==> src/hw/eeprom_consts.svh <==
`ifndef EEPROM_CONSTS_SVH
`define EEPROM_CONSTS_SVH

// 2-kbyte part, three block bits ride in the control byte
`define EE_ADDR_W       11
`define EE_DEV_CODE     4'b1010
`define EE_FIFO_DEPTH   4       // power of two
`define EE_SCL_DIV      4       // CLK cycles per quarter SCL bit

// command register fields
`define EE_CMD_DATA_LSB 0
`define EE_CMD_ADDR_LSB 8
`define EE_CMD_OP_BIT   31      // 1 = read

`define EE_REG_CMD      32'h0000_0000
`define EE_REG_STATUS   32'h0000_0004
`define EE_REG_RDATA    32'h0000_0008

`define EE_ST_BUSY      0
`define EE_ST_FULL      1
`define EE_ST_RVALID    2
`define EE_ST_NACK      3

`endif

==> src/hw/eeprom_pkg.sv <==
package eeprom_pkg;

    typedef enum logic {
        EE_OP_WRITE = 1'b0,
        EE_OP_READ  = 1'b1
    } ee_op_e;

    typedef enum logic [3:0] {
        IDLE,
        START,
        CTRL_W,
        ADDR,
        WDATA,
        RSTART,
        CTRL_R,
        RDATA,
        MACK,
        STOP
    } ee_state_e;

    // quarter periods of one SCL bit
    typedef enum logic [1:0] {PH_0, PH_1, PH_2, PH_3} ee_phase_e;

    typedef enum logic [1:0] {
        EE_RESP_OKAY   = 2'b00,
        EE_RESP_SLVERR = 2'b10
    } ee_resp_e;

endpackage

==> src/hw/eeprom_axil_regs.sv <==
`timescale 1ns/1ps
`include "eeprom_consts.svh"

module eeprom_axil_regs import eeprom_pkg::*;
(
    input  logic                  CLK,
    input  logic                  RESET,
    input  logic                  aw_valid,
    output logic                  aw_ready,
    input  logic [31:0]           aw_addr,
    input  logic                  w_valid,
    output logic                  w_ready,
    input  logic [31:0]           w_data,
    input  logic [3:0]            w_strb,     // full word writes only
    output logic                  b_valid,
    input  logic                  b_ready,
    output ee_resp_e              b_resp,
    input  logic                  ar_valid,
    output logic                  ar_ready,
    input  logic [31:0]           ar_addr,
    output logic                  r_valid,
    input  logic                  r_ready,
    output logic [31:0]           r_data,
    output ee_resp_e              r_resp,
    output logic                  push_valid,
    input  logic                  push_ready,
    output ee_op_e                push_op,
    output logic [`EE_ADDR_W-1:0] push_addr,
    output logic [7:0]            push_data,
    input  logic                  done,
    input  logic                  rd_done,
    input  logic [7:0]            rd_byte,
    input  logic                  nack,
    input  logic                  busy,
    input  logic                  fifo_empty
);

    logic        wr_acc;
    logic        wr_cmd;
    logic        rd_acc;
    logic [7:0]  rdata_q;
    logic        rvalid_q;
    logic        nack_q;
    logic [31:0] status;

    // AW and W accepted together, one response outstanding at most
    assign wr_acc   = aw_valid && w_valid && !b_valid;
    assign aw_ready = wr_acc;
    assign w_ready  = wr_acc;
    assign wr_cmd   = (aw_addr == `EE_REG_CMD);

    assign push_valid = wr_acc && wr_cmd && push_ready;
    assign push_op    = w_data[`EE_CMD_OP_BIT] ? EE_OP_READ : EE_OP_WRITE;
    assign push_addr  = w_data[`EE_CMD_ADDR_LSB +: `EE_ADDR_W];
    assign push_data  = w_data[`EE_CMD_DATA_LSB +: 8];

    assign ar_ready = !r_valid;
    assign rd_acc   = ar_valid && !r_valid;

    always_comb
    begin
        status = '0;
        status[`EE_ST_BUSY]   = busy || !fifo_empty;
        status[`EE_ST_FULL]   = !push_ready;
        status[`EE_ST_RVALID] = rvalid_q;
        status[`EE_ST_NACK]   = nack_q;
    end

    always_ff @(posedge CLK)
    begin
        if (RESET)
        begin
            b_valid <= 1'b0;
        end
        else if (wr_acc)
        begin
            b_valid <= 1'b1;
            b_resp  <= (wr_cmd && push_ready) ? EE_RESP_OKAY : EE_RESP_SLVERR; // full queue refuses
        end
        else if (b_ready)
        begin
            b_valid <= 1'b0;
        end
    end

    always_ff @(posedge CLK)
    begin
        if (RESET)
        begin
            r_valid  <= 1'b0;
            rvalid_q <= 1'b0;
            nack_q   <= 1'b0;
        end
        else
        begin
            if (rd_acc)
            begin
                r_valid <= 1'b1;
                r_resp  <= EE_RESP_OKAY;
                r_data  <= '0;
                case (ar_addr)
                    `EE_REG_CMD:    r_data <= '0;    // write only
                    `EE_REG_STATUS:
                    begin
                        r_data <= status;
                        nack_q <= 1'b0;              // read clears
                    end
                    `EE_REG_RDATA:
                    begin
                        r_data   <= {24'b0, rdata_q};
                        rvalid_q <= 1'b0;
                    end
                    default:        r_resp <= EE_RESP_SLVERR;
                endcase
            end
            else if (r_ready)
            begin
                r_valid <= 1'b0;
            end

            // engine events win over a same cycle clear
            if (rd_done && !nack)
            begin
                rvalid_q <= 1'b1;
                rdata_q  <= rd_byte;
            end
            if ((done || rd_done) && nack)
                nack_q <= 1'b1;
        end
    end

endmodule

==> src/hw/eeprom_cmd_fifo.sv <==
`timescale 1ns/1ps
`include "eeprom_consts.svh"

module eeprom_cmd_fifo import eeprom_pkg::*;
(
    input  logic                  CLK,
    input  logic                  RESET,
    input  logic                  push_valid,
    output logic                  push_ready,
    input  ee_op_e                push_op,
    input  logic [`EE_ADDR_W-1:0] push_addr,
    input  logic [7:0]            push_data,
    output logic                  cmd_valid,
    input  logic                  cmd_ready,
    output ee_op_e                cmd_op,
    output logic [`EE_ADDR_W-1:0] cmd_addr,
    output logic [7:0]            cmd_data,
    output logic                  empty
);

    localparam int PTR_W = $clog2(`EE_FIFO_DEPTH);

    ee_op_e                op_mem   [`EE_FIFO_DEPTH];
    logic [`EE_ADDR_W-1:0] addr_mem [`EE_FIFO_DEPTH];
    logic [7:0]            data_mem [`EE_FIFO_DEPTH];
    logic [PTR_W-1:0]      wr_ptr;
    logic [PTR_W-1:0]      rd_ptr;
    logic [PTR_W:0]        count;
    logic                  do_push;
    logic                  do_pop;

    assign do_pop     = cmd_valid && cmd_ready;
    assign push_ready = (count != (PTR_W+1)'(`EE_FIFO_DEPTH)) || do_pop; // pop frees a slot
    assign do_push    = push_valid && push_ready;
    assign cmd_valid  = (count != '0);
    assign empty      = (count == '0);

    assign cmd_op   = op_mem[rd_ptr];
    assign cmd_addr = addr_mem[rd_ptr];
    assign cmd_data = data_mem[rd_ptr];

    always_ff @(posedge CLK)
    begin
        if (do_push)
        begin
            op_mem[wr_ptr]   <= push_op;
            addr_mem[wr_ptr] <= push_addr;
            data_mem[wr_ptr] <= push_data;
        end
    end

    always_ff @(posedge CLK)
    begin
        if (RESET)
        begin
            wr_ptr <= '0;
            rd_ptr <= '0;
            count  <= '0;
        end
        else
        begin
            if (do_push)
                wr_ptr <= wr_ptr + 1'b1;     // wraps, depth is a power of two
            if (do_pop)
                rd_ptr <= rd_ptr + 1'b1;
            case ({do_push, do_pop})
                2'b10:   count <= count + 1'b1;
                2'b01:   count <= count - 1'b1;
                default: count <= count;
            endcase
        end
    end

endmodule

==> src/hw/eeprom_i2c_engine.sv <==
`timescale 1ns/1ps
`include "eeprom_consts.svh"

module eeprom_i2c_engine import eeprom_pkg::*;
(
    input  logic                  CLK,
    input  logic                  RESET,
    input  logic                  cmd_valid,
    output logic                  cmd_ready,
    input  ee_op_e                cmd_op,
    input  logic [`EE_ADDR_W-1:0] cmd_addr,
    input  logic [7:0]            cmd_data,
    output logic                  done,
    output logic                  rd_done,
    output logic [7:0]            rd_byte,
    output logic                  nack,
    output logic                  busy,
    output logic                  scl,
    output logic                  sda_oe,
    input  logic                  sda_in
);

    localparam int DIV_W = $clog2(`EE_SCL_DIV);

    ee_state_e             state;
    ee_phase_e             phase;
    logic [DIV_W-1:0]      div_cnt;
    logic [3:0]            bit_cnt;
    logic [7:0]            shreg;
    ee_op_e                op;
    logic [`EE_ADDR_W-1:0] addr;
    logic [7:0]            data;
    logic                  tick;
    logic                  bit_end;
    logic                  scl_d;
    logic                  sda_oe_d;

    assign cmd_ready = (state == IDLE);
    assign busy      = (state != IDLE) || done || rd_done;   // through the done cycle
    assign tick      = (div_cnt == DIV_W'(`EE_SCL_DIV - 1));
    assign bit_end   = tick && (phase == PH_3);

    // SCL low in PH_0/PH_1, high in PH_2/PH_3.
    // SDA moves in PH_1, a quarter after the falling edge, and holds in PH_0.
    always_comb
    begin
        scl_d    = (phase == PH_2) || (phase == PH_3);
        sda_oe_d = sda_oe;
        case (state)
            IDLE:
            begin
                scl_d    = 1'b1;
                sda_oe_d = 1'b0;
            end
            START, RSTART:
            begin
                if (phase == PH_1 || phase == PH_2)
                    sda_oe_d = 1'b0;
                else if (phase == PH_3)
                    sda_oe_d = 1'b1;     // falls with SCL high
            end
            STOP:
            begin
                if (phase == PH_1 || phase == PH_2)
                    sda_oe_d = 1'b1;
                else if (phase == PH_3)
                    sda_oe_d = 1'b0;     // rises with SCL high
            end
            RDATA, MACK:
            begin
                if (phase != PH_0)
                    sda_oe_d = 1'b0;     // slave drives, or master nack
            end
            default:
            begin
                if (phase != PH_0)
                    sda_oe_d = (bit_cnt < 4'd8) ? !shreg[7] : 1'b0;
            end
        endcase
    end

    always_ff @(posedge CLK)
    begin
        if (RESET)
        begin
            state   <= IDLE;
            phase   <= PH_0;
            div_cnt <= '0;
            bit_cnt <= '0;
            nack    <= 1'b0;
            done    <= 1'b0;
            rd_done <= 1'b0;
            scl     <= 1'b1;
            sda_oe  <= 1'b0;
        end
        else
        begin
            done    <= 1'b0;
            rd_done <= 1'b0;
            scl     <= scl_d;
            sda_oe  <= sda_oe_d;
            if (state == IDLE)
            begin
                div_cnt <= '0;
                phase   <= PH_0;
                if (cmd_valid)
                begin
                    op      <= cmd_op;
                    addr    <= cmd_addr;
                    data    <= cmd_data;
                    nack    <= 1'b0;
                    bit_cnt <= '0;
                    state   <= START;
                end
            end
            else
            begin
                div_cnt <= tick ? '0 : div_cnt + 1'b1;
                if (tick)
                    phase <= ee_phase_e'(phase + 2'd1);
                if (bit_end)
                begin
                    case (state)
                        START:
                        begin
                            shreg <= {`EE_DEV_CODE, addr[`EE_ADDR_W-1:8], 1'b0};
                            state <= CTRL_W;
                        end
                        CTRL_W, ADDR, WDATA, CTRL_R:
                        begin
                            if (bit_cnt != 4'd8)
                            begin
                                shreg   <= {shreg[6:0], 1'b0};
                                bit_cnt <= bit_cnt + 4'd1;
                            end
                            else
                            begin
                                bit_cnt <= '0;
                                if (sda_in)
                                begin
                                    nack  <= 1'b1;       // no ack, abort
                                    state <= STOP;
                                end
                                else
                                begin
                                    case (state)
                                        CTRL_W:
                                        begin
                                            shreg <= addr[7:0];
                                            state <= ADDR;
                                        end
                                        ADDR:
                                        begin
                                            shreg <= data;
                                            state <= (op == EE_OP_READ) ? RSTART : WDATA;
                                        end
                                        CTRL_R:  state <= RDATA;
                                        default: state <= STOP;
                                    endcase
                                end
                            end
                        end
                        RSTART:
                        begin
                            shreg <= {`EE_DEV_CODE, addr[`EE_ADDR_W-1:8], 1'b1};
                            state <= CTRL_R;
                        end
                        RDATA:
                        begin
                            shreg <= {shreg[6:0], sda_in};
                            if (bit_cnt == 4'd7)
                            begin
                                rd_byte <= {shreg[6:0], sda_in};
                                bit_cnt <= '0;
                                state   <= MACK;
                            end
                            else
                            begin
                                bit_cnt <= bit_cnt + 4'd1;
                            end
                        end
                        MACK:    state <= STOP;
                        STOP:
                        begin
                            state   <= IDLE;
                            rd_done <= (op == EE_OP_READ);
                            done    <= (op == EE_OP_WRITE);
                        end
                        default: state <= IDLE;
                    endcase
                end
            end
        end
    end

endmodule

==> src/hw/eeprom_ctrl_top.sv <==
`timescale 1ns/1ps
`include "eeprom_consts.svh"

module eeprom_ctrl_top import eeprom_pkg::*;
(
    input  logic        CLK,
    input  logic        RESET,
    input  logic        aw_valid,
    output logic        aw_ready,
    input  logic [31:0] aw_addr,
    input  logic        w_valid,
    output logic        w_ready,
    input  logic [31:0] w_data,
    input  logic [3:0]  w_strb,
    output logic        b_valid,
    input  logic        b_ready,
    output ee_resp_e    b_resp,
    input  logic        ar_valid,
    output logic        ar_ready,
    input  logic [31:0] ar_addr,
    output logic        r_valid,
    input  logic        r_ready,
    output logic [31:0] r_data,
    output ee_resp_e    r_resp,
    output logic        scl,
    output logic        sda_oe,
    input  logic        sda_in
);

    logic                  push_valid;
    logic                  push_ready;
    ee_op_e                push_op;
    logic [`EE_ADDR_W-1:0] push_addr;
    logic [7:0]            push_data;
    logic                  fifo_empty;
    logic                  cmd_valid;
    logic                  cmd_ready;
    ee_op_e                cmd_op;
    logic [`EE_ADDR_W-1:0] cmd_addr;
    logic [7:0]            cmd_data;
    logic                  done;
    logic                  rd_done;
    logic [7:0]            rd_byte;
    logic                  nack;
    logic                  busy;

    eeprom_axil_regs u_regs (
        .CLK(CLK), .RESET(RESET),
        .aw_valid(aw_valid), .aw_ready(aw_ready), .aw_addr(aw_addr),
        .w_valid(w_valid), .w_ready(w_ready), .w_data(w_data), .w_strb(w_strb),
        .b_valid(b_valid), .b_ready(b_ready), .b_resp(b_resp),
        .ar_valid(ar_valid), .ar_ready(ar_ready), .ar_addr(ar_addr),
        .r_valid(r_valid), .r_ready(r_ready), .r_data(r_data), .r_resp(r_resp),
        .push_valid(push_valid), .push_ready(push_ready), .push_op(push_op),
        .push_addr(push_addr), .push_data(push_data),
        .done(done), .rd_done(rd_done), .rd_byte(rd_byte), .nack(nack),
        .busy(busy), .fifo_empty(fifo_empty)
    );

    eeprom_cmd_fifo u_fifo (
        .CLK(CLK), .RESET(RESET),
        .push_valid(push_valid), .push_ready(push_ready), .push_op(push_op),
        .push_addr(push_addr), .push_data(push_data),
        .cmd_valid(cmd_valid), .cmd_ready(cmd_ready), .cmd_op(cmd_op),
        .cmd_addr(cmd_addr), .cmd_data(cmd_data), .empty(fifo_empty)
    );

    eeprom_i2c_engine u_engine (
        .CLK(CLK), .RESET(RESET),
        .cmd_valid(cmd_valid), .cmd_ready(cmd_ready), .cmd_op(cmd_op),
        .cmd_addr(cmd_addr), .cmd_data(cmd_data),
        .done(done), .rd_done(rd_done), .rd_byte(rd_byte), .nack(nack), .busy(busy),
        .scl(scl), .sda_oe(sda_oe), .sda_in(sda_in)
    );

endmodule

==> config.mk <==
export PLATFORM = sky130hd
export DESIGN_NAME = eeprom_ctrl_top
export DESIGN_NICKNAME = d
export VERILOG_FILES = /design/src/hw/eeprom_pkg.sv /design/src/hw/eeprom_axil_regs.sv /design/src/hw/eeprom_cmd_fifo.sv /design/src/hw/eeprom_i2c_engine.sv /design/src/hw/eeprom_ctrl_top.sv
export VERILOG_INCLUDE_DIRS = /design/src /design/src/hw
export SDC_FILE = /design/constraint.sdc
export NUM_CORES = 1
export LEC_CHECK = 0
export BUFFER_PORTS_ARGS = -buffer_cell sky130_fd_sc_hd__buf_4
export CELL_PAD_IN_SITES_DETAIL_PLACEMENT = 0
export CELL_PAD_IN_SITES_GLOBAL_PLACEMENT = 1
export CORE_ASPECT_RATIO = 2
export CORE_UTILIZATION = 39
export CTS_CLUSTER_DIAMETER = 30
export CTS_CLUSTER_SIZE = 40
export DETAILED_ROUTE_END_ITERATION = 16
export GPL_ROUTABILITY_DRIVEN = 0
export PLACE_DENSITY_LB_ADDON = 0.1
export SETUP_SLACK_MARGIN = 0.3
export SYNTH_ARGS = -nofsm -noshare
export SYNTH_HDL_FRONTEND = slang
export SYNTH_SLANG_ARGS = --single-unit
==> constraint.sdc <==
create_clock -name CLK -period 4.13 [get_ports CLK]
set_input_delay 0.826 -clock CLK [delete_from_list [all_inputs] [get_ports CLK]]
set_output_delay 0.826 -clock CLK [all_outputs]
set_load 0.1 [all_outputs]
==> results by group <==
Routing
  • Total Routed Length: between 10000 and 15000 µm
  • Metal-1 WL: around 4500 µm
  • WL/cell: roughly 17 µm
  • Post-route DRC: 0
  • Top layer in use: met4
  • Met3 Wirelength: about 470 µm
  • Pre-antenna DRT Iters: 4
  • Via-to-Cell Ratio: just over 5
  • Post-route ant nets: 0
  • Metal2 WL: ~8400 µm
  • Iter 0 DRT Violations: between 150 and 200
  • Via count: between 4000 and 5000

Setup path
  • Data arrival, critical path: between 3000 and 4000 ps
  • CP max stage delay: 710 ps
  • Critical path required time: between 4000 and 5000 ps
  • Worst-path fanout max: 20
  • Crit end category: flip-flop
  • Startpoint types: flip-flop
  • CP Class: reg -> reg
  • Critical Path, Cell by Cell: or4_1, a31o_1, nor4_4, inv_1, ha_1, inv_1, fa_1, xor2_1, or3_1, a21oi_1
  • Top cell by count, worst path: inv_1
  • Slowest CP cell: or4_1
  • CP delay by family, top: simple AND/OR/NAND/NOR gates
  • CP bufs+invs: 2

Logic synthesis
  • Seq/Total Area, Yosys: 66.6%
  • Synthesized area: just under 7000 µm²
  • Mapped Avg Cell Area: roughly 14 µm²
  • Cell count after synthesis: roughly 480
  • Synthesized flop and latch total: ~160
  • Ys Warns: 0
  • Library cells used by synthesis: 52
  • Top FF cell, synth: edfxtp_1
  • Async set-reset flop share out of synthesis: 0%
  • Number of flops mapped to enable cells by yosys: ~130

Floorplanning
  • Die area: roughly 18000 µm²
  • Chip height: 190 µm
  • Width of the die: 95.9 µm
  • Core box area: between 15000 and 20000 µm²
  • Cell Rows: 68
  • Initial Utilization: around two fifths
  • IO Count: 151

STA
  • Worst clock skew: between 8 and 9 ps
  • Count of pins over their slew limit: 0
  • Worst Slack Setup Final: 1130 ps
  • Slew Limit Headroom: about 28%
  • Worst hold slack: ~410 ps
  • Setup TNS: 0 ps
  • Least-Margin Pin Slew: between 1000 and 1500 ps
  • Final hold vios: 0
  • Finish-stage setup viols: 0
  • Min cycle time layout: around 3000 ps
  • FMAX: 0.333 GHz
  • RSZ-0062 raised after global routing: false
  • Final Cycle Share: around 73%

Clock network
  • CTS tree: done
  • Post-CTS Setup Bufs: 0
  • Clock latency on the worst-skew pair: 420 ps
  • Clock transition at path regs: 60 ps
  • CTS H-Tree Depth: 4
  • Post-CTS resize count: 0
  • CTS buffer count: 17
  • Longest Clk Path Bufs: 2
  • Sinks on Clock Net: 162
  • CTS root buf: clkbuf_16
  • CTS Hold Buffers Added: 0

Cells and area
  • Reg area: 4580 µm²
  • Layout fillers: 1535
  • Most common cell after layout, fill and taps aside: edfxtp_1
  • Multi-input gate area: between 2000 and 2500 µm²
  • # diodes: 0
  • Layout Nets: just over 700
  • Share of cells above drive strength 1: approximately 28%
  • Layout area overhead: 22.1%
  • Most frequent cells in the layout: edfxtp_1, buf_4, nor2_1

Outcome
  • Status: complete, no violations

Pwr
  • Maximum vdd drop: 475 µV
  • LEAKAGE: 2.91 nW
  • PwrDens: approximately 400 nW/µm²

Run
  • Number of max-cap violations: 0

Global route
  • Vias in the first global route: around 4500
  • Pin count of the biggest net entering global routing: 25
  • First-pass GRT wire length: 22100 µm
  • Final global-route overflow total: 0
  • Initial antenna violation count: 0
  • Global Route Usage Sum: 16.7%

Placed design
  • Post-place setup slack: 970 ps
  • HPWL after detailed placement: just over 10000 µm
  • Buffers on Ports: between 100 and 150

Hold path
  • Worst Hold Class: reg -> reg
[sequential cells by signal, indices dropped and copies added, names as in the netlist, 4 cells and up]
register          flops
u_fifo.addr_mem      44
u_fifo.data_mem      32
u_engine.addr        11
u_engine.data         8
u_engine.rd_byte      8
u_engine.shreg        8
u_regs.r_data         8
u_regs.rdata_q        8
u_engine.bit_cnt      4
u_engine.state        4
u_fifo.op_mem         4
[through the flow]
| step | instances | cell area (µm²) | total power, mW | utilization (%) |
|---|---|---|---|---|
| 6_report | 821 | 8400 | 3.45 | 48.7 |
| 5_1_grt | 821 | 8400 | 3.57 | 48.7 |
| 4_1_cts | 821 | 8400 | 3.51 | 48.7 |
| 3_5_place_dp | 789 | 7860 | 2.05 | 45.5 |
| 3_3_place_gp | 789 | 7860 | 2.05 | 45.5 |
| 2_1_floorplan | 504 | 6970 | 1.98 | - |
[final cells by class]
cell class | instances | area share [%]
Inverter | 16 | 0.715
Timing Repair Buffer | 120 | 10.7
Multi-Input combinational cell | 281 | 24.5
Sequential cell | 162 | 54.6
Tap cell | 210 | 3.13
Clock buffer | 19 | 5.15
Clock inverter | 13 | 1.27
[worst paths after layout]
kind                                       start                            to  slack, ps  cells after the start
hold reg to reg    u_engine.rd_byte[0]$_DFFE_PP_   u_regs.rdata_q[0]$_DFFE_PP_        410                      0
setup reg to reg  u_engine.state[1]$_SDFFE_PP0P_  u_fifo.count[2]$_SDFFE_PP0P_       1130                     10
setup / recovery  u_engine.state[1]$_SDFFE_PP0P_  u_fifo.count[2]$_SDFFE_PP0P_       1130                     10
hold / removal     u_engine.rd_byte[0]$_DFFE_PP_   u_regs.rdata_q[0]$_DFFE_PP_        410                      0
[cells in the mapped netlist, drive strengths merged (2+ instances only)]
cell type | count | area [µm²]
a21oi | 20 | 100
a221o | 3 | 30.0
a22oi | 5 | 37.5
a31oi | 3 | 18.8
a32o | 2 | 20.0
and2 | 9 | 56.3
buf | 31 | 221
clkbuf | 14 | 52.6
dfxtp | 28 | 561
edfxtp | 134 | 4020
ha | 11 | 138
inv | 16 | 60.1
mux2i | 11 | 110
mux4 | 20 | 450
nand2 | 24 | 90.1
nand2b | 8 | 50.1
nand3 | 9 | 45.0
nand3b | 3 | 22.5
nand4 | 4 | 25.0
nor2 | 35 | 134
nor2b | 9 | 56.3
nor3 | 9 | 45.0
nor3b | 5 | 42.5
nor4 | 17 | 136
nor4b | 2 | 17.5
o211ai | 2 | 15.0
o21a | 3 | 22.5
o21ai | 14 | 70.1
o22ai | 2 | 12.5
o31ai | 2 | 15.0
or3 | 4 | 25.0
or4 | 3 | 22.5
xnor2 | 3 | 26.3
xor2 | 3 | 26.3
[kinds of logic (layout without fill, tap and decap cells)]
logic type                 after synthesis  count (layout)  synth area share, %
DFF                                    162             162                 66.6
muxes                                   31              31                 8.15
AOI/OAI and AO/OA                       63              63                 5.82
adders and majority gates               13              13                 2.44
xor gates and xnor gates                 6               6                0.764
other                                    1              26               0.0545
and+or+nand+nor                        142             142                 11.3
buffers and inverters                   61             168                 4.86
[worst register-to-register path, stage by stage (launching register included)]
cell     delay (ps)
dfxtp_1         530
or4_1           710
a31o_1          290
nor4_4          320
inv_1            80
ha_1            210
inv_1            80
fa_1            190
xor2_1           70
or3_1           300
a21oi_1         140
[per-layer routing]
| layer | track usage [%] | up-vias |
|---|---|---|
| met3 | 3.28 | 31 |
| met4 | 9.07 | 0 |
| met1 | 15.0 | 2045 |
| li1 | - | 1999 |
| met5 | 0 | - |
| met2 | 33.0 | 113 |
[power by group]
group          leakage (nW)  total, mW  internal [mW]  switching, mW
clock network         0.262       1.44          0.826          0.612
logic                  1.21      0.251         0.0679          0.183
registers              1.43       1.76           1.76        0.00226
No activity file was read; power rests on OpenSTA's default activity.
